==> src/rtl/cpu_pkg.sv <==
package cpu_pkg;

	localparam int WORD_W = 32;
	localparam int NUM_REGS = 8;
	localparam int REG_IDX_W = $clog2(NUM_REGS);
	localparam int IMM_W = 16;

	typedef logic [WORD_W-1:0] word_t;
	typedef logic [WORD_W-1:0] addr_t;
	typedef logic [WORD_W-1:0] instr_t;
	typedef logic [REG_IDX_W-1:0] reg_idx_t;
	typedef logic [IMM_W-1:0] imm_t;

	// byte step between instructions
	localparam addr_t INSTR_BYTES = 4;

	// instruction field positions
	localparam int OPC_HI = 31;
	localparam int OPC_LO = 28;
	localparam int RD_HI = 26;
	localparam int RD_LO = 24;
	localparam int RA_HI = 22;
	localparam int RA_LO = 20;
	localparam int RB_HI = 18;
	localparam int RB_LO = 16;
	localparam int IMM_HI = 15;
	localparam int IMM_LO = 0;

	typedef enum logic [3:0] {
		OP_ADD  = 4'h0,
		OP_SUB  = 4'h1,
		OP_AND  = 4'h2,
		OP_OR   = 4'h3,
		OP_XOR  = 4'h4,
		OP_ADDI = 4'h5,
		OP_LDW  = 4'h6,
		OP_STW  = 4'h7,
		// unknown encodings decode to this
		OP_NOP  = 4'h8,
		OP_HALT = 4'hf
	} opcode_e;

	typedef enum logic [1:0] {APB_IDLE, APB_SETUP, APB_ACCESS} apb_state_e;

	typedef enum logic [1:0] {FD_FETCH, FD_WAIT_ISSUE, FD_HALTED} fd_state_e;

endpackage

==> src/rtl/mem_port_if.sv <==
`timescale 1ns/1ps

interface mem_port_if;
	import cpu_pkg::*;

	logic req;
	logic write;
	addr_t addr;
	word_t wdata;
	// valid only while done is high
	word_t rdata;
	logic done;

	modport requester (
		output req,
		output write,
		output addr,
		output wdata,
		input rdata,
		input done
	);

	modport guard (
		input req,
		input write,
		input addr,
		input wdata,
		output rdata,
		output done
	);

endinterface

==> src/rtl/dec_op_if.sv <==
`timescale 1ns/1ps

interface dec_op_if;
	import cpu_pkg::*;

	logic valid;
	opcode_e op;
	reg_idx_t rd;
	reg_idx_t ra;
	reg_idx_t rb;
	imm_t imm;
	// single-cycle pulse, consumes the op
	logic accept;

	modport issuer (
		output valid,
		output op,
		output rd,
		output ra,
		output rb,
		output imm,
		input accept
	);

	modport executor (
		input valid,
		input op,
		input rd,
		input ra,
		input rb,
		input imm,
		output accept
	);

endinterface

==> src/rtl/fetch_decode.sv <==
`timescale 1ns/1ps

module fetch_decode #(
	parameter cpu_pkg::addr_t RESET_PC = '0
) (
	input logic clk,
	input logic rst_n,
	mem_port_if.requester fetch,
	dec_op_if.issuer issue,
	input logic retire,
	output logic halted
);
	import cpu_pkg::*;

	fd_state_e state;
	addr_t pc;
	instr_t ir;
	logic outstanding;
	logic [OPC_HI-OPC_LO:0] raw_op;

	// instruction reads only
	assign fetch.req = (state == FD_FETCH);
	assign fetch.write = 1'b0;
	assign fetch.addr = pc;
	assign fetch.wdata = '0;

	assign raw_op = ir[OPC_HI:OPC_LO];

	always_comb begin
		case (raw_op)
			OP_ADD, OP_SUB, OP_AND, OP_OR, OP_XOR,
			OP_ADDI, OP_LDW, OP_STW, OP_HALT: issue.op = opcode_e'(raw_op);
			default: issue.op = OP_NOP;
		endcase
	end

	assign issue.rd = ir[RD_HI:RD_LO];
	assign issue.ra = ir[RA_HI:RA_LO];
	assign issue.rb = ir[RB_HI:RB_LO];
	assign issue.imm = ir[IMM_HI:IMM_LO];

	// one op in execute at a time
	assign issue.valid = (state == FD_WAIT_ISSUE) && !outstanding;
	assign halted = (state == FD_HALTED);

	always_ff @(posedge clk) begin
		if (!rst_n) begin
			state <= FD_FETCH;
			pc <= RESET_PC;
			outstanding <= 1'b0;
		end else begin
			if (issue.accept)
				outstanding <= 1'b1;
			else if (retire)
				outstanding <= 1'b0;

			case (state)
				FD_FETCH: begin
					if (fetch.done)
						state <= FD_WAIT_ISSUE;
				end
				FD_WAIT_ISSUE: begin
					if (issue.accept) begin
						if (issue.op == OP_HALT) begin
							state <= FD_HALTED;
						end else begin
							// next fetch overlaps this execute
							state <= FD_FETCH;
							pc <= pc + INSTR_BYTES;
						end
					end
				end
				// stuck here until reset
				FD_HALTED: state <= FD_HALTED;
				default: state <= FD_FETCH;
			endcase
		end
	end

	always_ff @(posedge clk) begin
		if (state == FD_FETCH && fetch.done)
			ir <= fetch.rdata;
	end

endmodule

==> src/rtl/execute_unit.sv <==
`timescale 1ns/1ps

module execute_unit (
	input logic clk,
	input logic rst_n,
	dec_op_if.executor issue,
	mem_port_if.requester data,
	output cpu_pkg::reg_idx_t rd_a_idx,
	output cpu_pkg::reg_idx_t rd_b_idx,
	input cpu_pkg::word_t rd_a_data,
	input cpu_pkg::word_t rd_b_data,
	output logic wb_valid,
	output cpu_pkg::reg_idx_t wb_rd,
	output cpu_pkg::word_t wb_data
);
	import cpu_pkg::*;

	logic mem_req;
	logic mem_write;
	addr_t mem_addr;
	word_t mem_wdata;
	reg_idx_t ld_rd;
	logic is_mem;
	logic writes_rd;
	word_t imm_ext;
	word_t addr_sum;
	word_t alu_res;

	// operands come straight from the decoded fields
	assign rd_a_idx = issue.ra;
	assign rd_b_idx = issue.rb;

	assign issue.accept = issue.valid && !mem_req && !wb_valid;

	assign data.req = mem_req;
	assign data.write = mem_write;
	assign data.addr = mem_addr;
	assign data.wdata = mem_wdata;

	assign is_mem = (issue.op == OP_LDW) || (issue.op == OP_STW);
	assign writes_rd = (issue.op == OP_ADD) || (issue.op == OP_SUB) ||
		(issue.op == OP_AND) || (issue.op == OP_OR) ||
		(issue.op == OP_XOR) || (issue.op == OP_ADDI);

	assign imm_ext = {{(WORD_W-IMM_W){issue.imm[IMM_W-1]}}, issue.imm};
	// shared by ADDI and load/store addressing
	assign addr_sum = rd_a_data + imm_ext;

	always_comb begin
		case (issue.op)
			OP_ADD:  alu_res = rd_a_data + rd_b_data;
			OP_SUB:  alu_res = rd_a_data - rd_b_data;
			OP_AND:  alu_res = rd_a_data & rd_b_data;
			OP_OR:   alu_res = rd_a_data | rd_b_data;
			OP_XOR:  alu_res = rd_a_data ^ rd_b_data;
			OP_ADDI: alu_res = addr_sum;
			default: alu_res = '0;
		endcase
	end

	always_ff @(posedge clk) begin
		if (!rst_n) begin
			mem_req <= 1'b0;
			wb_valid <= 1'b0;
		end else begin
			wb_valid <= 1'b0;
			if (issue.accept) begin
				if (is_mem)
					mem_req <= 1'b1;
				else
					wb_valid <= 1'b1;
			end else if (mem_req && data.done) begin
				mem_req <= 1'b0;
				wb_valid <= 1'b1;
			end
		end
	end

	always_ff @(posedge clk) begin
		if (issue.accept) begin
			// rd zero means retire only
			wb_rd <= writes_rd ? issue.rd : '0;
			wb_data <= alu_res;
			mem_write <= (issue.op == OP_STW);
			mem_addr <= addr_sum;
			mem_wdata <= rd_b_data;
			ld_rd <= (issue.op == OP_LDW) ? issue.rd : '0;
		end else if (mem_req && data.done) begin
			wb_rd <= ld_rd;
			wb_data <= data.rdata;
		end
	end

endmodule

==> src/rtl/reg_result.sv <==
`timescale 1ns/1ps

module reg_result (
	input logic clk,
	input logic rst_n,
	input cpu_pkg::reg_idx_t rd_a_idx,
	input cpu_pkg::reg_idx_t rd_b_idx,
	output cpu_pkg::word_t rd_a_data,
	output cpu_pkg::word_t rd_b_data,
	input logic wb_valid,
	input cpu_pkg::reg_idx_t wb_rd,
	input cpu_pkg::word_t wb_data,
	output logic retire
);
	import cpu_pkg::*;

	word_t regs [NUM_REGS];

	// r0 reads as zero
	assign rd_a_data = (rd_a_idx == '0) ? '0 : regs[rd_a_idx];
	assign rd_b_data = (rd_b_idx == '0) ? '0 : regs[rd_b_idx];

	always_ff @(posedge clk) begin
		if (!rst_n) begin
			for (int i = 0; i < NUM_REGS; i++)
				regs[i] <= '0;
			retire <= 1'b0;
		end else begin
			// every completion retires, even with no register write
			retire <= wb_valid;
			if (wb_valid && wb_rd != '0)
				regs[wb_rd] <= wb_data;
		end
	end

endmodule

==> src/rtl/mem_bus_guard.sv <==
`timescale 1ns/1ps

module mem_bus_guard (
	input logic clk,
	input logic rst_n,
	mem_port_if.guard fetch,
	mem_port_if.guard data,
	output logic psel,
	output logic penable,
	output logic pwrite,
	output cpu_pkg::addr_t paddr,
	output cpu_pkg::word_t pwdata,
	input cpu_pkg::word_t prdata,
	input logic pready
);
	import cpu_pkg::*;

	apb_state_e state;
	logic sel_data;
	logic done_r;
	word_t rdata_r;
	logic data_elig;
	logic fetch_elig;
	logic start;

	// the finished port still shows its old req during done
	assign data_elig = data.req && !(done_r && sel_data);
	assign fetch_elig = fetch.req && !(done_r && !sel_data);
	assign start = (state == APB_IDLE) && (data_elig || fetch_elig);

	assign psel = (state != APB_IDLE);
	assign penable = (state == APB_ACCESS);

	// route completion back to the latched winner
	assign data.done = done_r && sel_data;
	assign fetch.done = done_r && !sel_data;
	assign data.rdata = rdata_r;
	assign fetch.rdata = rdata_r;

	always_ff @(posedge clk) begin
		if (!rst_n) begin
			state <= APB_IDLE;
			sel_data <= 1'b0;
			pwrite <= 1'b0;
			done_r <= 1'b0;
		end else begin
			done_r <= 1'b0;
			case (state)
				APB_IDLE: begin
					if (start) begin
						// data port wins over fetch
						sel_data <= data_elig;
						pwrite <= data_elig ? data.write : fetch.write;
						state <= APB_SETUP;
					end
				end
				APB_SETUP: state <= APB_ACCESS;
				APB_ACCESS: begin
					if (pready) begin
						state <= APB_IDLE;
						done_r <= 1'b1;
					end
				end
				default: state <= APB_IDLE;
			endcase
		end
	end

	always_ff @(posedge clk) begin
		if (start) begin
			paddr <= data_elig ? data.addr : fetch.addr;
			pwdata <= data_elig ? data.wdata : fetch.wdata;
		end
		if (state == APB_ACCESS && pready)
			rdata_r <= prdata;
	end

endmodule

==> src/rtl/cpu_top.sv <==
`timescale 1ns/1ps

module cpu_top #(
	parameter cpu_pkg::addr_t RESET_PC = 32'h0000_0000
) (
	input logic clk,
	input logic rst_n,
	output logic halted,
	output logic psel,
	output logic penable,
	output logic pwrite,
	output cpu_pkg::addr_t paddr,
	output cpu_pkg::word_t pwdata,
	input cpu_pkg::word_t prdata,
	input logic pready
);
	import cpu_pkg::*;

	reg_idx_t rd_a_idx;
	reg_idx_t rd_b_idx;
	word_t rd_a_data;
	word_t rd_b_data;
	logic wb_valid;
	reg_idx_t wb_rd;
	word_t wb_data;
	logic retire;

	mem_port_if fetch_port ();
	mem_port_if data_port ();
	dec_op_if dec_op ();

	fetch_decode #(
		.RESET_PC(RESET_PC)
	) i_fetch_decode (
		.clk(clk),
		.rst_n(rst_n),
		.fetch(fetch_port.requester),
		.issue(dec_op.issuer),
		.retire(retire),
		.halted(halted)
	);

	execute_unit i_execute_unit (
		.clk(clk),
		.rst_n(rst_n),
		.issue(dec_op.executor),
		.data(data_port.requester),
		.rd_a_idx(rd_a_idx),
		.rd_b_idx(rd_b_idx),
		.rd_a_data(rd_a_data),
		.rd_b_data(rd_b_data),
		.wb_valid(wb_valid),
		.wb_rd(wb_rd),
		.wb_data(wb_data)
	);

	reg_result i_reg_result (
		.clk(clk),
		.rst_n(rst_n),
		.rd_a_idx(rd_a_idx),
		.rd_b_idx(rd_b_idx),
		.rd_a_data(rd_a_data),
		.rd_b_data(rd_b_data),
		.wb_valid(wb_valid),
		.wb_rd(wb_rd),
		.wb_data(wb_data),
		.retire(retire)
	);

	mem_bus_guard i_mem_bus_guard (
		.clk(clk),
		.rst_n(rst_n),
		.fetch(fetch_port.guard),
		.data(data_port.guard),
		.psel(psel),
		.penable(penable),
		.pwrite(pwrite),
		.paddr(paddr),
		.pwdata(pwdata),
		.prdata(prdata),
		.pready(pready)
	);

endmodule

==> config.mk <==
export PLATFORM = sky130hd
export DESIGN_NAME = cpu_top
export DESIGN_NICKNAME = d
export VERILOG_FILES = /design/src/rtl/cpu_pkg.sv /design/src/rtl/mem_port_if.sv /design/src/rtl/dec_op_if.sv /design/src/rtl/fetch_decode.sv /design/src/rtl/execute_unit.sv /design/src/rtl/reg_result.sv /design/src/rtl/mem_bus_guard.sv /design/src/rtl/cpu_top.sv
export SDC_FILE = /design/constraint.sdc
export NUM_CORES = 1
export LEC_CHECK = 0
export BUFFER_PORTS_ARGS = -buffer_cell sky130_fd_sc_hd__buf_2
export CAP_MARGIN = 20
export CORE_ASPECT_RATIO = 0.5
export CORE_MARGIN = 2
export CORE_UTILIZATION = 55
export DETAILED_ROUTE_END_ITERATION = 16
export PLACE_DENSITY = 0.72
export SYNTH_ARGS = -nofsm -noshare
export SYNTH_HDL_FRONTEND = slang
export SYNTH_SLANG_ARGS = --single-unit
==> constraint.sdc <==
create_clock -name clk -period 7.6 [get_ports clk]
set_clock_uncertainty 0.2 [all_clocks]
set_input_delay 0.76 -clock clk [delete_from_list [all_inputs] [get_ports clk]]
set_output_delay 0.76 -clock clk [all_outputs]
set_load 0.03 [all_outputs]
==> run metrics, run 1 <==
Synth area leaders edfxtp_1 (51%), mux4_2 (9.6%), and2_1 (5.8%), ha_1 (5.7%), dfxtp_1 (3.3%); WL/cell 26.2 um; cell internal pwr 0.00502 W; ys flop type edfxtp_1; Req. time, crit path 7.73 ns; Worst Tran Pin Value 1.16 ns; core area 51,800 um^2; peak supply drop 161 uV; Vias 19.5k; Yosys top cell area share 50.5%; drt total wl 81.8 mm; clock latency on the worst-skew pair 0.60 ns; Compound-Gate Fraction of Synth Area 9.06%; postcts setup bufs 0; Post-synth EDFFs 484; Syn Std Cell Area 28,800 um^2; Layout area overhead 11.1%; Critical Path Fanout Max 30; Combinational Power Share 13.1%; HPWL after DPL 55.8 mm; Fmax 0.156 GHz; vias in the first global route 18.5k; antenna-violating nets left 0; Yosys top cell by area edfxtp_1; simple-gate share of the synthesized area 13.4%; status finished, final reports clean; Worst path top cell family by delay compound AO/OA/AOI/OAI gates; First-pass DRT Iterations 6; CTS sink cnt 531; Clock power frac 37.2%; DR vias/cell 6.24; layout cells sized above 1 17.9%; Initial DRC Count 2,701; Max transition margin 22.7%; # Max-Cap Violations 0; clock tree from TritonCTS done; Cell Chain, Critical Path mux4_1, mux2i_1, a21oi_1, nor2_1, nand4_1, nor2_1, nand3_1, o21ai_0, xnor2_1, ha_1, a21o_1, a21o_1, a221oi_1, nand3_1, o31ai_1, a31oi_1, a311o_1, and3_2, or3_1; die span in x 327 um; Pwr per Cell Area 213 nW/um^2; final hold violation count 0; CTS max path bufs 3; most common cell after layout, fill and taps aside edfxtp_1; total grt overflow 0; Final min period 6.42 ns; Post-CTS Hold Buffers 0; Psw 0.00178 W; Setup TNS Final 0 ns; Nets 2,545; Initial Utilization 55.5%; CTS clk-pin slew, worst paths 0.07 ns; Hold WC Path Type input pin to flop; Critical Path End Type flop; RSZ-0062 raised after global routing false; first-pass GRT wire length 119 mm; Switching Fraction 26.2%; sequential element share of the synthesized area 53.8%; Root Driver clkbuf_16; CP peak stage delay 0.77 ns; synthesized flop and latch total 531; gpl congestion 0.981; DIE HEIGHT 166 um; WS Path Type flop to flop; Num CTS Buffers 48; Netlist cell types 71; Finished Layout Cells 3,120; Resize count post-CTS 0; number of buffers and inverters on the critical path 0; GRT Total Usage 30.0%; LEAKAGE 12.4 nW; largest family of logic cells by synthesized area simple AND/OR/NAND/NOR gates; Sequential Power Share 49.7%; # rows 59; syn avg cell area 12.7 um^2; # placed instances 3,023; most frequent cells in the layout edfxtp_1 (484), and2_1 (267), nand2_1 (156); Port Buffer Count 102; largest net degree at the start of global routing 68; Slew Limit Fails 0; synthesized instance count 2,260; DR DRC count 0; Min Hold Slack 0.133 ns; CP max stage cell dfxtp_4; critical path launch point type flop; Synth Warn # 0; Tcrit/Tclk final 84.4%; ys async rst share 0%; mux share of post-synthesis cell area 12.1%; H-tree depth 2; WP data arrival 6.55 ns; xor and xnor area share after synthesis 3.23%; initial antenna violation count 3; setup violators final 0; Die ar. 54,300 um^2; Synth Area in Adders 5.79%; IO Pins 103
## layout make-up
class	count	area, um^2
diodes	1	2.50
clock buffers	54	1240
clock inverters	36	363
fillers	4061	19900
inverters	79	297
multi-input cells	1568	12800
flip-flops and latches	531	15500
well taps	701	877
repair buffers	150	921
## path summary, 6_finish.rpt
| kind | depth (start not counted) | from | to | slack, ns |
|---|---|---|---|---|
| hold / removal | 1 | prdata[2] | i_mem_bus_guard.data.rdata[2] | 0.13 |
| setup reg to reg | 19 | flop | i_execute_unit.wb_data[31] | 1.18 |
| setup / recovery | 19 | flop | i_execute_unit.wb_data[31] | 1.18 |
| hold reg to reg | 0 | i_mem_bus_guard.data.rdata[29] | i_fetch_decode.ir[29] | 0.26 |
## per-stage QoR
step / util [%] / power (W) / cell area [um^2] / setup slack, ns
after global routing: 61.7 / 0.00700 / 32000 / 0.778
after global placement: 58.4 / 0.00429 / 30300 / 1.38
after CTS: 61.5 / 0.00680 / 31900 / 1.27
after floorplan: - / 0.00402 / 28900 / 2.25
after detailed placement: 58.4 / 0.00430 / 30300 / 1.30
final: 61.7 / 0.00680 / 32000 / 1.18
## registers in the layout, summed over array words and instances (netlist names), 2 cells and up, named ones only
signal	count
i_mem_bus_guard.data.rdata	32
i_fetch_decode.state	2
i_execute_unit.wb_rd	3
i_execute_unit.ld_rd	3
i_mem_bus_guard.state	2
i_mem_bus_guard.pwdata	32
i_reg_result.regs	256
i_execute_unit.data.addr	32
i_execute_unit.data.wdata	32
i_fetch_decode.fetch.addr	30
i_mem_bus_guard.paddr	32
i_fetch_decode.ir	29
i_execute_unit.wb_data	32
## logic make-up (layout without fill, tap and decap cells)
group                      Yosys count  in the layout
buffers and inverters              192            319
muxes                              180            180
DFF                                531            531
and+or+nand+nor                    723            723
adders and majority gates          132            132
AOI/OAI and AO/OA                  395            395
other                                1             33
xor gates and xnor gates           106            106
## per-layer routing
| metal | routed length, um | up-vias | track usage (%) |
|---|---|---|---|
| li1 | - | 8674 | - |
| met1 | 34000 | 9627 | 43.0 |
| met2 | 33400 | 1045 | 40.8 |
| met3 | 13000 | 119 | 15.2 |
| met4 | 1390 | 4 | 6.38 |
| met5 | 23 | - | 0 |
## power by group through the flow
stage | logic (W) | clock network, W | registers, W
after floorplan | 0.000498 | 0 | 0.00352
after global placement | 0.000851 | 0 | 0.00344
after detailed placement | 0.000857 | 0 | 0.00345
after CTS | 0.000862 | 0.00255 | 0.00338
after global routing | 0.000945 | 0.00267 | 0.00339
final | 0.000889 | 0.00253 | 0.00338
## synth_stat cells, types with 6 or more instances
cell,number
nor3_1,24
and2_1,269
xnor2_1,67
a211oi_1,6
a21o_1,49
mux2_2,38
nor2b_1,7
or2_2,7
ha_1,130
o31ai_1,7
edfxtp_1,484
clkbuf_1,88
o21a_1,9
mux4_2,123
a221oi_1,32
a31oi_1,21
a21oi_1,106
nand3_1,25
or3_1,13
a22o_1,10
o211ai_1,8
inv_1,79
a22oi_1,8
dfxtp_1,47
xor2_1,39
o21ai_0,86
and3_1,13
nand4_1,19
nand2_1,156
buf_1,12
and4_1,6
nand2b_1,47
nor2_1,121
a221o_1,13
o21bai_1,7
mux2i_1,14
## worst reg2reg max path: cells and delay by family, from the launching register on
family | cells | cell delay (ns)
mux | 2 | 1.12
flops | 1 | 0.77
fa+ha+maj | 1 | 0.39
compound gates | 8 | 2.13
simple gates | 7 | 1.42
xor+xnor | 1 | 0.11
Note: power is estimated with default switching activity, not from simulation.
==> run 2, diff against run 1 <==
PLACE_DENSITY = 0.75   (was 0.72)
clock period = 5.3 ns   (was 7.6 ns; I/O delays follow)
==> run 2 against run 1 <==
Combinational power rose by 68%. Count of clock-buffer cells in the layout up 8. Power rose by 43%. Die area unchanged. Wire length is 3.1% higher. Sequential share of layout area is 2.9 points lower. Global-route usage grew 0.80 points. Flip-flop and latch count did not move. Maximum frequency up 21%. Register-to-register slack got worse by 1.2 ns. Core utilization up 3.9 points. Largest power group unchanged.
==> run metrics, run 2 (same netlist as run 1, synthesis figures left out) <==
utilization after layout 65.6% (+3.9 points); fillcell total 3,726 (-8.2%); HPWL after DPL 57.8 mm (+3.7%); DR vias/cell 6.14 (-1.5%); IO Pins 103 (unchanged); Finished Layout Cells 3,341 (+7.1%); Layout area overhead 18.2%; CTS clk-pin slew, worst paths 0.07 ns (about the same); First-pass DRT Iterations 5 (-1); Final min period 5.28 ns (-1.13 ns); critical path launch point type flop; core area 51,800 um^2 (unchanged); CTS sink cnt 531 (unchanged); Vias 20.5k (+5.4%); H-tree depth 2 (unchanged); first-pass GRT wire length 124 mm (+3.7%); total grt overflow 0 (unchanged); FF/Latch Area 15,500 um^2 (unchanged); WS Path Type flop to flop; depth of the worst hold-timing path 0 (-1); most common cell after layout, fill and taps aside edfxtp_1; Hold WC Path Type flop to flop; DIE HEIGHT 166 um (unchanged); clock latency on the worst-skew pair 0.60 ns (about the same); dpl ws -0.190 ns (-1.49 ns); largest net degree at the start of global routing 68 (unchanged); largest reg by FF count i_reg_result.regs; final hold violation count 0 (unchanged); Reg2Reg Depth 20 (+1); gpl congestion 0.992 (+1.1%); Critical Path End Type flop; CTS max path bufs 3 (unchanged); Tcrit/Tclk final 99.7% (+15 points); Critical Path Fanout Max 4 (-87%); Initial DRC Count 2,697 (-0.15%); Initial Utilization 55.5% (unchanged); WP data arrival 5.42 ns (-1.13 ns); Slew Limit Fails 0 (unchanged); Worst Tran Pin Value 1.15 ns (-0.00862 ns); antenna-violating nets left 0 (unchanged); hold path startpoint i_mem_bus_guard.data.rdata[0]; status finished, final reports clean; GRT Total Usage 30.8% (+0.80 points); max reg flops 256 (unchanged); hold path endpoint i_fetch_decode.ir[0]; Setup TNS Final 0 ns (unchanged); R2R Path End i_execute_unit.wb_data[24]; DR DRC count 0 (unchanged); setup violators final 0 (unchanged); Req. time, crit path 5.44 ns (-2.29 ns); layout cells sized above 1 25.2% (+7.2 points); Nets 2,768 (+8.8%); Die ar. 54,300 um^2 (unchanged); Num CTS Buffers 48 (unchanged); RSZ-0062 raised after global routing true; die span in x 327 um (unchanged); Root Driver clkbuf_16; Pwr per Cell Area 286 nW/um^2 (+35%); Fmax 0.189 GHz (+21%); # placed instances 3,210 (+6.2%); initial antenna violation count 2 (-1); Worst Setup Slack, final 0.0166 ns (-1.17 ns); # Max-Cap Violations 0 (unchanged); most frequent cells in the layout edfxtp_1 (484), and2_1 (268), buf_4 (220); ANT cells 0 (-1); WL/cell 25.2 um (-3.7%); area of the multi-input gates 13,000 um^2 (+1.9%); Reg2Reg Setup Slack 0.02 ns (-1.17 ns); Max transition margin 23.3% (+0.57 points); vias in the first global route 19.8k (+7.3%); Port Buffer Count 102 (unchanged); peak supply drop 248 uV (+54%); # rows 59 (unchanged); Power, Total 0.00974 W (+43%); clock tree from TritonCTS done; drt total wl 84.3 mm (+3.1%); LEAKAGE 13.5 nW (+9.1%)
==> run 2: cell count changes in the layout (fill, tap and decap cells not counted), moves of 6 or more <==
| cell | delta |
|---|---|
| buf_4 | +177 |
| o21ai_1 | +6 |
| a221oi_1 | -7 |
| dlygate4sd3_1 | +33 |
| a221oi_2 | +7 |
| clkbuf_1 | +6 |
| o21ai_0 | -8 |
==> run 2: worst max path at each step <==
stage	slack, ns	from	to
after global routing	-0.16	flop	i_execute_unit.wb_data[24]
final	0.02	flop	i_execute_unit.wb_data[24]
after global placement	-0.08	flop	i_execute_unit.wb_data[31]
after CTS	0.002	flop	i_execute_unit.wb_data[24]
after floorplan	0.002	flop	i_execute_unit.wb_data[31]
after detailed placement	-0.19	flop	i_execute_unit.wb_data[31]
==> run 2: routing by layer <==
| metal | vias to the layer above | GRT usage (%) | wire length, um |
|---|---|---|---|
| li1 | 9125 | - | - |
| met1 | 10100 | 44.4 | 34300 |
| met2 | 1188 | 42.7 | 34900 |
| met3 | 145 | 13.8 | 13300 |
| met4 | 0 | 7.48 | 1850 |
| met5 | - | 0 | 0 |
==> run 2: layout make-up <==
type | count | share of cell area, %
multi-input combinational | 1568 | 38.3
inverter | 79 | 0.872
timing repair buffer | 373 | 8.31
tap | 701 | 2.58
clock buffer | 62 | 3.81
clock inverter | 27 | 0.611
sequential | 531 | 45.5
==> run 2: what timing repair did <==
action	in CTS	in global routing
pin swaps	17	30
hold endpoints to repair	33	0
cloned	0	2
hold buffers	33	0
setup endpoints to repair	12	16
buffers inserted	2	7
gates resized for setup	20	51
==> run 2: critical path, cell delays in order (launching register included) <==
cell,delay (ns)
dfxtp_4,0.38
buf_6,0.14
clkbuf_16,0.15
mux4_2,0.53
a22oi_4,0.25
inv_2,0.06
or4_4,0.55
nor4_4,0.28
nand2_1,0.16
o21ai_2,0.15
xnor2_1,0.13
ha_1,0.27
a21o_1,0.21
a21o_1,0.19
a21o_1,0.17
a32o_2,0.27
a311oi_2,0.23
xnor2_1,0.09
a221oi_1,0.29
nor2_1,0.06
a221o_1,0.25
==> run 2: through the flow <==
step / hold WS [ns] / cell area (um^2)
detailed placement: 0.241 / 31800
CTS: 0.250 / 33700
floorplan: 0.226 / 28900
global route: 0.275 / 34000
global placement: 0.239 / 31700
finish: 0.257 / 34000
==> run 2: where the power goes <==
part           switching, W  total (W)  internal, W  leakage (nW)
clock               0.00161    0.00341      0.00179         0.730
sequential        0.0000813    0.00484      0.00476          5.16
combinational      0.000906    0.00149     0.000583          7.58
total               0.00260    0.00974      0.00714          13.5
==> run 3, diff against run 2 <==
PLACE_DENSITY = 0.83   (was 0.75)
==> run 3 against run 2 <==
The flow now finishes with violations (setup timing). Sequential power hardly changed. Power is 1.1% higher. Maximum frequency is 1.5% lower. Global-route usage is 0.15 points higher. Count of clock-buffer cells in the layout is 4 higher. Non-clock buffer count is 48 lower. Clock power is 4% higher. Critical path type unchanged.
==> run metrics, run 3 (same netlist as run 1, synthesis figures left out) <==
Hold WC Path Type input pin to flop; LEAKAGE 13.3 nW (-1.5%); peak supply drop 301 uV (+22%); Tcrit/Tclk final 101% (+1.5 points); Psw 0.00265 W (+2.0%); final hold violation count 0 (unchanged); # rows 59 (unchanged); Reg2Reg Depth 20 (unchanged); first-pass GRT wire length 126 mm (+2.0%); initial antenna violation count 4 (+2); Sequential Power Share 49.3% (-0.4 points); CTS clk-pin slew, worst paths 0.07 ns (about the same); clock tree from TritonCTS done; fillcell total 3,492 (-6.3%); Combinational Power Share 14.9% (-0.4 points); area of the multi-input gates 13,200 um^2 (+1.2%); DR DRC count 0 (unchanged); Setup TNS Final -0.185 ns (-0.185 ns); Slew Limit Fails 0 (unchanged); max reg flops 256 (unchanged); cell internal pwr 0.00720 W (+0.82%); Switching Fraction 26.9% (+0.23 points); largest net degree at the start of global routing 70 (+2.9%); # Max-Cap Violations 0 (unchanged); antenna-violating nets left 0 (unchanged); Final min period 5.37 ns (+0.0818 ns); vias in the first global route 20.8k (+5.0%); Num CTS Buffers 48 (unchanged); Clock power frac 35.8% (+0.8 points); R2R Path End i_execute_unit.wb_data[31]; GRT Total Usage 31.0% (+0.15 points); Fmax 0.186 GHz (-1.5%); Critical Path End Type flop; Reg2Reg Setup Slack -0.07 ns (-0.08 ns); critical path launch point type flop; most frequent cells in the layout edfxtp_1 (484), and2_1 (269), buf_4 (172); layout cells sized above 1 24.7% (-0.45 points); Initial DRC Count 3,378 (+25%); Layout area overhead 17.4%; First-pass DRT Iterations 7 (+2); most common cell after layout, fill and taps aside edfxtp_1; DR vias/cell 6.53 (+6.3%); CTS max path bufs 3 (unchanged); die span in x 327 um (unchanged); Req. time, crit path 5.43 ns (about the same); core area 51,800 um^2 (unchanged); Nets 2,720 (-1.7%); Worst Setup Slack, final -0.0652 ns (-0.0818 ns); setup violators final 4 (+4); WS Path Type flop to flop; IO Pins 103 (unchanged); depth of the worst hold-timing path 2 (+2); Die ar. 54,300 um^2 (unchanged); largest reg by FF count i_reg_result.regs; clock latency on the worst-skew pair 0.62 ns (+0.02 ns); HPWL after DPL 56.4 mm (-2.5%); WP data arrival 5.50 ns (+0.08 ns); Port Buffer Count 102 (unchanged); Worst Tran Pin Value 1.19 ns (+0.0407 ns); Finished Layout Cells 3,293 (-1.4%); dpl ws -0.226 ns (-0.0359 ns); hold path startpoint pready; Critical Path Fanout Max 12 (+8); WL/cell 26.7 um (+5.9%); RSZ-0062 raised after global routing true; drt total wl 88.0 mm (+4.4%); FF/Latch Area 15,500 um^2 (unchanged); CTS sink cnt 531 (unchanged); Vias 21.5k (+4.8%); Root Driver clkbuf_16; H-tree depth 2 (unchanged); status complete, but fails checks; # placed instances 3,152 (-1.8%); failing checks setup timing; Max transition margin 20.6% (-2.7 points); total grt overflow 0 (unchanged); DIE HEIGHT 166 um (unchanged); hold path endpoint i_mem_bus_guard.done_r; Pwr per Cell Area 292 nW/um^2 (+1.8%); gpl congestion 1.01 (+2.1%); Initial Utilization 55.5% (unchanged)
==> run 3: changes by cell type in the layout (fill, tap and decap cells not counted), sizes merged, moves of 2 or more <==
cell      delta
clkbuf       +2
clkinvlp     -2
buf         -45
clkinv       -5
==> run 3: worst max path at each step <==
stage | start | slack (ns) | depth (start not counted) | endpoint
6_report | flop | -0.07 | 20 | i_execute_unit.wb_data[31]
5_1_grt | flop | -0.18 | 22 | i_execute_unit.wb_data[24]
4_1_cts | flop | 0.004 | 21 | i_execute_unit.wb_data[31]
3_5_place_dp | flop | -0.23 | 21 | i_execute_unit.wb_data[31]
3_3_place_gp | flop | -0.11 | 21 | i_execute_unit.wb_data[31]
2_1_floorplan | flop | 0.002 | 21 | i_execute_unit.wb_data[31]
==> run 3: final cells by class <==
class                      instances  area share (%)
sequential                       531            45.8
multi-input combinational       1568            39.0
timing repair buffer             325            7.12
clock buffer                      66            3.97
tap                              701            2.60
inverter                          79           0.878
clock inverter                    22           0.596
antenna                            1         0.00741
==> run 3: timing repair <==
action                     CTS  global route
hold buffers                32             0
setup endpoints to repair    6            15
hold endpoints to repair    32             0
pin swaps                   20            60
gates resized for setup     32            77
gates cloned                 1             0
setup buffers               13            12
==> run 3: power by group through the flow <==
stage          sequential, W  combinational [W]  clock (W)
2_1_floorplan        0.00505           0.000714          0
6_report             0.00485            0.00147    0.00353
4_1_cts              0.00484            0.00136    0.00347
5_1_grt              0.00487            0.00154    0.00365
3_5_place_dp         0.00493            0.00131          0
3_3_place_gp         0.00492            0.00129          0
==> run 3: critical path, stage by stage (launching register included) <==
cell	delay [ns]
dfxtp_4	0.43
buf_12	0.15
buf_4	0.12
buf_6	0.21
mux4_2	0.59
nor2_1	0.16
o22ai_1	0.28
nor4_4	0.34
buf_4	0.16
a21oi_1	0.07
xnor2_1	0.13
ha_1	0.31
nand4_1	0.16
or3_1	0.40
a211o_1	0.30
nand3_2	0.12
o31ai_4	0.08
a31oi_4	0.19
a311o_1	0.23
nor4_1	0.05
or3_1	0.37
==> run 3: metrics by stage <==
step	area (um^2)	hold slack (ns)	total power, W	utilization [%]
final	33800	0.0436	0.00985	65.2
after global routing	33800	0.0296	0.0101	65.2
after CTS	33400	0.0250	0.00967	64.5
after detailed placement	31300	0.238	0.00624	60.4
after global placement	31300	0.240	0.00620	60.4
after floorplan	28900	0.226	0.00577	-
==> run 3: metal layers <==
| metal | track usage, % | up-vias | share of wire (%) |
|---|---|---|---|
| met2 | 45.1 | 1774 | 43 |
| met4 | 11.0 | 2 | 4.2 |
| met1 | 42.4 | 10300 | 36 |
| li1 | - | 9019 | - |
| met5 | 0 | - | 0.011 |
| met3 | 12.1 | 378 | 17 |
